### src/design/tlp_mon_defs.svh
/*
 * TLP read monitor widths and header field positions
 * Shared by the decoders, the event tracker and the readout port
 */

`ifndef TLP_MON_DEFS_SVH
`define TLP_MON_DEFS_SVH

// Stream data vector width
`define TLP_DATA_W 256

// Header length field, a value of 0 means 1024 dwords
`define TLP_LEN_W 10

// Per-cycle dword sum, room for two 1024-dword requests
`define DWORD_CNT_W 14

// Event counter width
`define CNT_W 32

// Header DW0 positions within the header beat
`define TLP_FMT_TYPE_MSB 31
`define TLP_FMT_TYPE_LSB 24
`define TLP_LEN_LSB 0

`endif
### src/design/tlp_mon_pkg.sv
/*
 * TLP read monitor types
 * TLP kinds, counter selects, readout opcodes, readout FSM states
 */

`default_nettype none

package tlp_mon_pkg;

    typedef enum logic [2:0] {
        TLP_MRD,
        TLP_MWR,
        TLP_CPL,
        TLP_CPLD,
        TLP_OTHER
    } tlp_kind_t;

    typedef enum logic [2:0] {
        SEL_REQ_DWORDS,
        SEL_RSP_DWORDS,
        SEL_OUTSTANDING,
        SEL_REQ_TLPS,
        SEL_CPL_TLPS
    } counter_sel_t;

    typedef enum logic {
        OP_READ,
        OP_READ_CLEAR
    } readout_op_t;

    typedef enum logic [1:0] {
        RD_IDLE,
        RD_ACK,
        RD_WAIT_DROP
    } readout_state_t;

    // Map a header fmt_type byte to the kinds the monitor cares about
    function automatic tlp_kind_t classify_fmt_type(input logic [7:0] fmt_type);
        case (fmt_type)
            8'h00, 8'h20: return TLP_MRD;   // 3DW and 4DW reads
            8'h40, 8'h60: return TLP_MWR;
            8'h0A:        return TLP_CPL;
            8'h4A:        return TLP_CPLD;
            default:      return TLP_OTHER;
        endcase
    endfunction

endpackage

`default_nettype wire

### src/design/tlp_read_monitor.sv
/*
 * PCIe TLP read traffic monitor, top level
 * Three stream decoders feed the event tracker, read via a req/ack port
 */

`timescale 1ns/1ns
`default_nettype none

`include "tlp_mon_defs.svh"

module tlp_read_monitor
(
    input  wire                              clk,
    input  wire                              reset_n,

    input  wire                              en_tx,
    input  wire  [`TLP_DATA_W-1:0]           tx_data,
    input  wire                              tx_tlast,

    input  wire                              en_tx_b,
    input  wire  [`TLP_DATA_W-1:0]           tx_b_data,
    input  wire                              tx_b_tlast,

    input  wire                              en_rx,
    input  wire  [`TLP_DATA_W-1:0]           rx_data,
    input  wire                              rx_tlast,

    input  wire                              cfg_req,
    input  wire  tlp_mon_pkg::counter_sel_t  cfg_sel,
    input  wire  tlp_mon_pkg::readout_op_t   cfg_op,
    output logic                             cfg_ack,
    output logic [`CNT_W-1:0]                cfg_data
);

    logic [`DWORD_CNT_W-1:0]   tx_dwords, tx_b_dwords, rx_dwords;
    logic                      tx_event, tx_b_event, rx_event;
    logic [`CNT_W-1:0]         req_dwords, rsp_dwords, outstanding, req_tlps, cpl_tlps;
    logic                      clear;
    tlp_mon_pkg::counter_sel_t clear_sel;

    // Request pipes count MRd, the completion pipe counts Cpl and CplD
    tlp_hdr_decode #(.IS_COMPLETION(0)) tx_dec
        (.clk, .reset_n, .en(en_tx), .data(tx_data), .tlast(tx_tlast),
         .rd_dwords(tx_dwords), .tlp_event(tx_event));

    tlp_hdr_decode #(.IS_COMPLETION(0)) tx_b_dec
        (.clk, .reset_n, .en(en_tx_b), .data(tx_b_data), .tlast(tx_b_tlast),
         .rd_dwords(tx_b_dwords), .tlp_event(tx_b_event));

    tlp_hdr_decode #(.IS_COMPLETION(1)) rx_dec
        (.clk, .reset_n, .en(en_rx), .data(rx_data), .tlast(rx_tlast),
         .rd_dwords(rx_dwords), .tlp_event(rx_event));

    read_event_tracker tracker
        (.clk, .reset_n, .tx_dwords, .tx_b_dwords, .rx_dwords,
         .tx_event, .tx_b_event, .rx_event, .clear, .clear_sel,
         .req_dwords, .rsp_dwords, .outstanding, .req_tlps, .cpl_tlps);

    counter_readout readout
        (.clk, .reset_n, .cfg_req, .cfg_sel, .cfg_op,
         .req_dwords, .rsp_dwords, .outstanding, .req_tlps, .cpl_tlps,
         .cfg_ack, .cfg_data, .clear, .clear_sel);

endmodule

`default_nettype wire

### src/design/counter_readout.sv
/*
 * Counter readout port
 * Four-phase req/ack access that snapshots a selected counter
 * and optionally clears it in the tracker
 */

`timescale 1ns/1ns
`default_nettype none

`include "tlp_mon_defs.svh"

module counter_readout
(
    input  wire                              clk,
    input  wire                              reset_n,

    input  wire                              cfg_req,
    input  wire  tlp_mon_pkg::counter_sel_t  cfg_sel,
    input  wire  tlp_mon_pkg::readout_op_t   cfg_op,

    input  wire  [`CNT_W-1:0]                req_dwords,
    input  wire  [`CNT_W-1:0]                rsp_dwords,
    input  wire  [`CNT_W-1:0]                outstanding,
    input  wire  [`CNT_W-1:0]                req_tlps,
    input  wire  [`CNT_W-1:0]                cpl_tlps,

    output logic                             cfg_ack,
    output logic [`CNT_W-1:0]                cfg_data,
    output logic                             clear,
    output tlp_mon_pkg::counter_sel_t        clear_sel
);

    tlp_mon_pkg::readout_state_t state;
    logic [`CNT_W-1:0]           sel_value;
    logic                        accept;

    always_comb
    begin
        case (cfg_sel)
            tlp_mon_pkg::SEL_REQ_DWORDS:  sel_value = req_dwords;
            tlp_mon_pkg::SEL_RSP_DWORDS:  sel_value = rsp_dwords;
            tlp_mon_pkg::SEL_OUTSTANDING: sel_value = outstanding;
            tlp_mon_pkg::SEL_REQ_TLPS:    sel_value = req_tlps;
            tlp_mon_pkg::SEL_CPL_TLPS:    sel_value = cpl_tlps;
            default:                      sel_value = '0;
        endcase
    end

    // New request seen while idle, counter is sampled on this edge
    assign accept    = (state == tlp_mon_pkg::RD_IDLE) && cfg_req;
    assign clear     = accept && (cfg_op == tlp_mon_pkg::OP_READ_CLEAR);
    assign clear_sel = cfg_sel;
    assign cfg_ack   = (state == tlp_mon_pkg::RD_ACK);

    always_ff @(posedge clk)
    begin
        if (!reset_n)
            state <= tlp_mon_pkg::RD_IDLE;
        else
        begin
            case (state)
                tlp_mon_pkg::RD_IDLE:
                    if (cfg_req)
                        state <= tlp_mon_pkg::RD_ACK;
                tlp_mon_pkg::RD_ACK:
                    if (!cfg_req)
                        state <= tlp_mon_pkg::RD_WAIT_DROP;
                // One turnaround cycle with ack low before the next request
                default:
                    state <= tlp_mon_pkg::RD_IDLE;
            endcase
        end
    end

    always_ff @(posedge clk)
    begin
        if (accept)
            cfg_data <= sel_value;
    end

endmodule

`default_nettype wire

### src/design/read_event_tracker.sv
/*
 * Read event tracker
 * Accumulates request, completion and outstanding dword counters
 * from the three stream decoders, with per-counter clear
 */

`timescale 1ns/1ns
`default_nettype none

`include "tlp_mon_defs.svh"

module read_event_tracker
(
    input  wire                              clk,
    input  wire                              reset_n,

    input  wire  [`DWORD_CNT_W-1:0]          tx_dwords,
    input  wire  [`DWORD_CNT_W-1:0]          tx_b_dwords,
    input  wire  [`DWORD_CNT_W-1:0]          rx_dwords,
    input  wire                              tx_event,
    input  wire                              tx_b_event,
    input  wire                              rx_event,

    input  wire                              clear,
    input  wire  tlp_mon_pkg::counter_sel_t  clear_sel,

    output logic [`CNT_W-1:0]                req_dwords,
    output logic [`CNT_W-1:0]                rsp_dwords,
    output logic [`CNT_W-1:0]                outstanding,
    output logic [`CNT_W-1:0]                req_tlps,
    output logic [`CNT_W-1:0]                cpl_tlps
);

    localparam int DW = `DWORD_CNT_W;
    localparam int CW = `CNT_W;

    logic [DW-1:0] req_inc;
    logic [1:0]    req_evt_inc;

    logic clr_req_dwords;
    logic clr_rsp_dwords;
    logic clr_outstanding;
    logic clr_req_tlps;
    logic clr_cpl_tlps;

    // A cleared counter restarts from zero, this cycle's increment still lands
    function automatic logic [CW-1:0] base_value(
        input logic [CW-1:0] cur,
        input logic          hit
    );
        return hit ? '0 : cur;
    endfunction

    // Both request pipes may carry an MRd header in the same cycle
    assign req_inc     = tx_dwords + tx_b_dwords;
    assign req_evt_inc = {1'b0, tx_event} + {1'b0, tx_b_event};

    assign clr_req_dwords  = clear && (clear_sel == tlp_mon_pkg::SEL_REQ_DWORDS);
    assign clr_rsp_dwords  = clear && (clear_sel == tlp_mon_pkg::SEL_RSP_DWORDS);
    assign clr_outstanding = clear && (clear_sel == tlp_mon_pkg::SEL_OUTSTANDING);
    assign clr_req_tlps    = clear && (clear_sel == tlp_mon_pkg::SEL_REQ_TLPS);
    assign clr_cpl_tlps    = clear && (clear_sel == tlp_mon_pkg::SEL_CPL_TLPS);

    always_ff @(posedge clk)
    begin
        if (!reset_n)
        begin
            req_dwords  <= '0;
            rsp_dwords  <= '0;
            outstanding <= '0;
            req_tlps    <= '0;
            cpl_tlps    <= '0;
        end
        else
        begin
            req_dwords <= base_value(req_dwords, clr_req_dwords) + CW'(req_inc);
            rsp_dwords <= base_value(rsp_dwords, clr_rsp_dwords) + CW'(rx_dwords);

            // Wraps modulo 2^32 when returns run ahead of a clear
            outstanding <= base_value(outstanding, clr_outstanding)
                           + CW'(req_inc) - CW'(rx_dwords);

            req_tlps <= base_value(req_tlps, clr_req_tlps) + CW'(req_evt_inc);
            cpl_tlps <= base_value(cpl_tlps, clr_cpl_tlps) + CW'(rx_event);
        end
    end

endmodule

`default_nettype wire

### src/design/tlp_hdr_decode.sv
/*
 * Per-stream TLP header decoder
 * Tracks start of packet, classifies the header and registers
 * the read dword count and a one-cycle event for counted TLPs
 */

`timescale 1ns/1ns
`default_nettype none

`include "tlp_mon_defs.svh"

module tlp_hdr_decode
#(
    parameter int IS_COMPLETION = 0
)
(
    input  wire                      clk,
    input  wire                      reset_n,

    input  wire                      en,
    input  wire  [`TLP_DATA_W-1:0]   data,
    input  wire                      tlast,

    output logic [`DWORD_CNT_W-1:0]  rd_dwords,
    output logic                     tlp_event
);

    localparam int DW    = `DWORD_CNT_W;
    localparam int LEN_W = `TLP_LEN_W;

    logic                     sop;
    logic                     hdr_beat;
    tlp_mon_pkg::tlp_kind_t   kind;
    logic [LEN_W-1:0]         len_field;
    logic [DW-1:0]            len_dwords;
    logic                     counted;
    logic                     has_data;

    // Next enabled beat starts a packet when this one was the last
    always_ff @(posedge clk)
    begin
        if (!reset_n)
            sop <= 1'b1;
        else if (en)
            sop <= tlast;
    end

    assign hdr_beat  = en && sop;
    assign kind      = tlp_mon_pkg::classify_fmt_type(
                           data[`TLP_FMT_TYPE_MSB:`TLP_FMT_TYPE_LSB]);
    assign len_field = data[`TLP_LEN_LSB +: LEN_W];

    // Zero length encodes the maximum of 1024 dwords
    assign len_dwords = (len_field == '0) ? DW'(1 << LEN_W) : DW'(len_field);

    always_comb
    begin
        if (IS_COMPLETION != 0)
        begin
            // Both completion flavours are events, only CplD carries data
            counted  = (kind == tlp_mon_pkg::TLP_CPL) || (kind == tlp_mon_pkg::TLP_CPLD);
            has_data = (kind == tlp_mon_pkg::TLP_CPLD);
        end
        else
        begin
            counted  = (kind == tlp_mon_pkg::TLP_MRD);
            has_data = counted;
        end
    end

    always_ff @(posedge clk)
    begin
        if (!reset_n)
        begin
            tlp_event <= 1'b0;
            rd_dwords <= '0;
        end
        else
        begin
            tlp_event <= hdr_beat && counted;
            rd_dwords <= (hdr_beat && has_data) ? len_dwords : '0;
        end
    end

endmodule

`default_nettype wire

### config.mk
export PLATFORM = sky130hd
export DESIGN_NAME = tlp_read_monitor
export DESIGN_NICKNAME = d
export VERILOG_FILES = /design/src/design/tlp_mon_pkg.sv /design/src/design/tlp_read_monitor.sv /design/src/design/counter_readout.sv /design/src/design/read_event_tracker.sv /design/src/design/tlp_hdr_decode.sv
export VERILOG_INCLUDE_DIRS = /design/src /design/src/design
export SDC_FILE = /design/constraint.sdc
export NUM_CORES = 1
export LEC_CHECK = 0
export ABC_CLOCK_PERIOD_IN_PS = 4800
export BUFFER_PORTS_ARGS = -buffer_cell sky130_fd_sc_hd__buf_2
export CORE_AREA = 3 3 315 317
export CTS_BUF_LIST = sky130_fd_sc_hd__clkbuf_2
export CTS_CLUSTER_DIAMETER = 60
export DETAILED_ROUTE_END_ITERATION = 8
export DIE_AREA = 0 0 318 320
export SYNTH_ARGS = -nofsm -noshare
export SYNTH_HDL_FRONTEND = slang
export SYNTH_SLANG_ARGS = --single-unit
### constraint.sdc
create_clock -name clk -period 4.8 [get_ports clk]
set_clock_uncertainty 0.05 [all_clocks]
set_input_delay 0.48 -clock clk [delete_from_list [all_inputs] [get_ports clk]]
set_output_delay 0.48 -clock clk [all_outputs]
set_load 0.05 [all_outputs]
=== Word-level counts from Yosys, hierarchy flattened ===
Cells that the tools add are included.

* Memory bits (writable): 0
* Register bits: 242
* Word-level logic and storage cells: 108
* Bits in read-only memories: 0
* Output and inout bits: 33
* Bits in latches: 0
* Memories: 0
* Input port bits: 781

* Reductions and logical operators: 38
* Muxes and demuxes: 15
* $mul: 0
* $lt $le $gt $ge: 0
* Equal/unequal tests: 24
* Div/mod/pow operators: 0
* $add $sub $neg: 8
* Bitwise gates (word level): 4
* Shift-type cells: 0

{| class="wikitable"
|+ Operators with widths
! cell !! number
|-
| $mux W32 || 5
|-
| $pmux W32 S5 || 1
|-
| $add A32 B14 Y32 || 3
|-
| $eq A8 B7 Y1 const B || 9
|-
| $pmux W3 S4 || 3
|-
| $mux W11 || 3
|-
| $add A32 B1 Y32 || 1
|-
| $add A32 B2 Y32 || 1
|-
| $sub A32 B14 Y32 || 1
|-
| $logic_not A10 Y1 || 3
|-
| $eq A8 B4 Y1 const B || 3
|-
| $eq A8 B6 Y1 const B || 3
|-
| $logic_not A8 Y1 || 3
|-
| $add A14 B14 Y14 || 1
|-
| $logic_and A1 B1 Y1 || 14
|-
| $eq A3 B2 Y1 const B || 4
|-
| $reduce_or A2 Y1 || 6
|-
| $logic_not A3 Y1 || 3
|-
| $reduce_or A3 Y1 || 3
|-
| $reduce_and A2 Y1 || 4
|-
| $mux W2 || 2
|-
| $ne A2 B2 Y1 const B || 2
|-
| $not A1 Y1 || 4
|-
| $pmux W2 S2 || 1
|-
| 6 further kinds || 6
|}

=== Logic depth before layout (Yosys ltp) ===
* Word-level depth: 7
* Depth in mapped cells: 20

=== By module ===
Synthesis repeated with hierarchy kept, for this count alone.

* Cell total of the unflattened synthesis: 1,540
* Area total of the unflattened synthesis: 13,869.6 µm²

{| class="wikitable"
|+ Modules (own cells, without submodules)
! module !! cells each !! area each (µm²) !! instances
|-
| read_event_tracker || 1,264 || 10,184.8 || 1
|-
| counter_readout || 162 || 2,363.5 || 1
|-
| tlp_hdr_decode at tx_b_dec ... || 37 || 431.7 || 2
|-
| tlp_hdr_decode at rx_dec || 40 || 457.9 || 1
|}

=== Least setup slack after synthesis ===
Ideal clock, no wire load.

* Path type: register to register
* Start: reg tx_b_dec.rd_dwords[0]
* End: reg tracker.outstanding[19]
* Period minus slack after synthesis: 4.103 ns
* Required time: 4.678 ns
* Arrival time: 3.982 ns
* Slack: 0.697 ns
* Cell stages (with the launch flop): 20
* Path buffers: 0
* Path through: dfxtp_1 > ha_1 > inv_1 > fa_1 > nor2b_1 > o21ai_0 > a21boi_0 > o21ai_0 > a21oi_1 > nand3_1 > o311a_1 > fa_1 > inv_1 > ha_1 > nand2_1 > or3_1 > o2111a_1 > o31ai_1 > a21o_1 > mux2i_1

* Word-level cells in the longest chain between the ends: 3

{| class="wikitable"
|+ RTL lines
! element !! RTL line !! source
|-
| start, declared || tlp_hdr_decode.sv:24 || <nowiki>output logic [`DWORD_CNT_W-1:0] rd_dwords,</nowiki>
|-
| start signal, assigned || tlp_hdr_decode.sv:81 || <nowiki>rd_dwords <= (hdr_beat && has_data) ? len_dwords : '0;</nowiki>
|-
| $add A14 B14 Y14 || read_event_tracker.sv:55 || <nowiki>assign req_inc = tx_dwords + tx_b_dwords;</nowiki>
|-
| $add A32 B14 Y32 || read_event_tracker.sv:81 || <nowiki>+ CW'(req_inc) - CW'(rx_dwords);</nowiki>
|-
| $sub A32 B14 Y32 || read_event_tracker.sv:81 ||
|-
| end signal, assigned || read_event_tracker.sv:80 || <nowiki>outstanding <= base_value(outstanding, clr_outstanding)</nowiki>
|-
| end, declared || read_event_tracker.sv:29 || <nowiki>output logic [`CNT_W-1:0] outstanding,</nowiki>
|}

No other way between the ends.
A chain may end at the register's enable or synchronous reset.

=== Final worst setup path ===
* Start: reg tx_b_dec.rd_dwords[1]
* End: reg tracker.outstanding[19]

Same word-level chain as after synthesis.

==> reports/qor.txt <==
Post-synthesis mux area share - 3.41%
Via count - 11,700
Cell-internal power - 3.59 mW
Sw power - 2.43 mW
Post-synth ARST share - 0%
Switching share of power - 40.4%
Post-DP HPWL - 29.2 mm
Clock root buffer - clkbuf_2
Leakage dissipation - 6.66 nW
IR drop worst, VDD - 0.188 mV
TritonCTS clock tree - yes
Syn_nets - 2,411
Die height - 320 um
Clock Power Share - 22.0%
Cells along the critical path - ha_1 -> a21o_1 -> a21o_1 -> a21oi_1 -> o21ai_0 -> a41oi_1 -> nor2b_4 -> xor2_1 -> fa_1 -> inv_1 -> ha_1 -> nand2_1 -> or3_1 -> o2111a_1 -> o31ai_2 -> a21o_1 -> mux2i_1
Horiz. Die Dim - 318 um
Status - finished clean
Synth Area in Adders - 8.85%
Total grt overflow - 0
Postcts setup bufs - 0
CTS Buffer Depth - 3
Final instance area - 0.0166 sq mm
Final Cycle Share - 93.2%
Depth of the CTS H-tree - 2
Share of layout cells above drive strength 1 - 14.3%
Slowest-stage cell, CP - fa_1
Final critical-path required period - 4470 ps
Max Fanout on Critical Path - 5
Pwr/cell area - 363 mW/mm^2
Total Routing Usage GR - 7.34%
R2R Setup Slk - 330 ps
Mapped cell area - 0.0133 sq mm
Fmax achieved - 0.223 GHz
Area grow syn2layout - 25.1%
Final nets - 2,601
Worst EP required - 5560 ps
Synth Area in Compound Gates - 14.2%
First-pass GRT wire length - 60.0 mm
Die area - 0.102 sq mm
FP Rows - 114
Commonest non-fill, non-tap cell in the layout - dfxtp_1
Post-Syn Instances - 1,545
Pin count of the biggest net entering global routing - 37
Post-place instance area - 0.0154 sq mm
Post-synthesis register bit count - 233
Sink Count - 233
Post-Synth Simple-Gate Area - 24.2%
Io pins - 814
Main combinational cell family by area after synthesis - simple AND/OR/NAND/NOR gates
Max-slew violations - 0
EDFF count, synth - 32
Core area - 0.0966 sq mm
Vias in the first global route - 10,800
Vias per inst - 3.83
Total power - 6.02 mW
DR DRC count - 0
Logic pwr share - 41.7%
TritonCTS Buffers - 52
CP Class - reg2reg
Mapped Avg Cell Area - 8.60 sq um
Initial antenna violation count - 3
Initial DRC Count - 790
Placer Congestion - 0.801
HP Class - in2reg
Final setup viols - 0
Sequential share of power - 36.2%
I/O Buffers - 97
Commonest cells after routing, fill and taps aside - dfxtp_1 (201), nand2_1 (178), nor2_1 (145)
DR pass1 iterations - 5
CP Launch Type - flip-flop
CP max stage delay - 510 ps
Normalized max-slew margin - 21.5%
Xor/xnor share of the synthesized area - 7.91%
WP data arrival - 5240 ps
Final WL - 38.8 mm
Worst-path clk slew - 160 ps
RSZ-0062 raised after global routing - true
Avg WL per Cell - 12.7 um
Final hold violation count - 0
Cell variety after synth - 69
Synth warn - 0
Initial core utilization - 13.8%
Max-cap check violation count - 0
Clk_lat worst skew - 970 ps
DRT antenna net count - 0
CP dominant cell by count - a21o_1
Worst-margin pin slew - 1180 ps
Setup crit end kind - flip-flop
Top FF cell, synth - dfxtp_1
Post-synthesis sequential area ratio - 37.5%
synth_stat cells (15+ instances only):
master,number,area (sq um)
nor2b_1,15,93.8
nand4_1,30,188
edfxtp_1,32,961
and2_1,74,463
and3_1,34,213
inv_1,81,304
a221o_1,32,320
ha_1,70,876
mux2i_1,43,430
or3_1,16,100
nand2_1,178,668
xnor2_1,49,429
xor2_1,71,622
a21o_1,19,143
dfxtp_1,201,4020
nor3_1,20,100
o21ai_0,76,380
nand3_1,68,340
fa_1,15,300
clkbuf_1,41,154
nor2_1,145,544
a21oi_1,81,405
cell type report:
type | instances | area, sq um
fill | 10900 | 79900
multi-input combinational | 1178 | 7920
inverter | 82 | 308
tap | 1276 | 1600
clock buffer | 72 | 360
antenna | 2 | 5.00
sequential | 233 | 4980
timing repair buffer | 188 | 1320
clock inverter | 22 | 124
timing repair:
item | CTS | global route
setup endpoints to repair | 1 | 15
hold endpoints to repair | 49 | 0
gates cloned | 0 | 0
pin swaps | 0 | 5
hold buffers | 60 | 0
gates resized for setup | 1 | 22
metrics by stage:
| step | cells | setup TNS (ps) | util [%] | setup slack (ps) | hold WS, ps |
|---|---|---|---|---|---|
| after global placement | 2897 | 0 | 16.0 | 106 | 408 |
| after detailed placement | 2897 | 0 | 16.0 | 52.9 | 421 |
| after CTS | 3051 | 0 | 17.1 | 46.1 | 58.5 |
| final | 3053 | 0 | 17.2 | 325 | 153 |
| after floorplan | 1545 | 0 | - | 697 | 391 |
| after global routing | 3053 | -6.04 | 17.2 | -4.85 | 85.6 |
flip-flops by register name, summed over array words and instances, names as in the netlist:
register             cells
rx_dec.tlp_event         1
tx_dec.sop               1
rx_dec.sop               1
rx_dec.rd_dwords        11
tracker.outstanding     32
tracker.cpl_tlps        32
readout.cfg_data        32
tx_b_dec.sop             1
tracker.req_tlps        32
tracker.rsp_dwords      32
tx_dec.tlp_event         1
tracker.req_dwords      32
tx_b_dec.tlp_event       1
tx_dec.rd_dwords        11
tx_b_dec.rd_dwords      11
readout.state            2
kinds of logic after synthesis:
kind of cell	count (synthesis)
mux	44
xor+xnor	120
compound gates	283
simple gates	646
buf+inv	134
flops	233
fa+ha+maj	85
final timing paths:
| path | start | end | cells after the start |
|---|---|---|---|
| setup / recovery | tx_b_dec.rd_dwords[1]$_SDFF_PP0_ | tracker.outstanding[19]$_SDFF_PN0_ | 17 |
| hold reg to reg | readout.state[1]$_SDFFE_PN0P_ | readout.state[0]$_SDFFE_PN0P_ | 1 |
| setup reg to reg | tx_b_dec.rd_dwords[1]$_SDFF_PP0_ | tracker.outstanding[19]$_SDFF_PN0_ | 17 |
| hold / removal | cfg_sel[2] | readout.cfg_data[24]$_DFFE_PN_ | 2 |
layer usage:
metal  track usage [%]  wire length [um]  vias up  share of wire [%]
met5                 0                 0        -                  0
met3              2.03              2770       46                7.1
li1                  -                 -     5852                  -
met4              1.45               490        0                1.3
met1              11.5             21000     5483                 54
met2              9.75             14500      318                 37
power by group through the flow:
stage               combinational [mW]  clock (mW)  sequential (mW)
global route                      2.82        1.50             2.20
finish                            2.51        1.33             2.18
floorplan                         1.74           0             2.26
detailed placement                2.36           0             2.23
global placement                  2.36           0             2.23
CTS                               2.41        1.38             2.19
worst max-delay path: cells and delay by family, from the launching register on:
kind,cells,cell delay [ps]
AO/OA/AOI/OAI,8,1750
XOR/XNOR,1,100
adder cells (fa/ha/maj),3,1160
buffers and inverters,1,40
flip-flops,1,330
multiplexers,1,180
AND/OR/NAND/NOR,3,780
No activity file was read; power rests on OpenSTA's default activity.
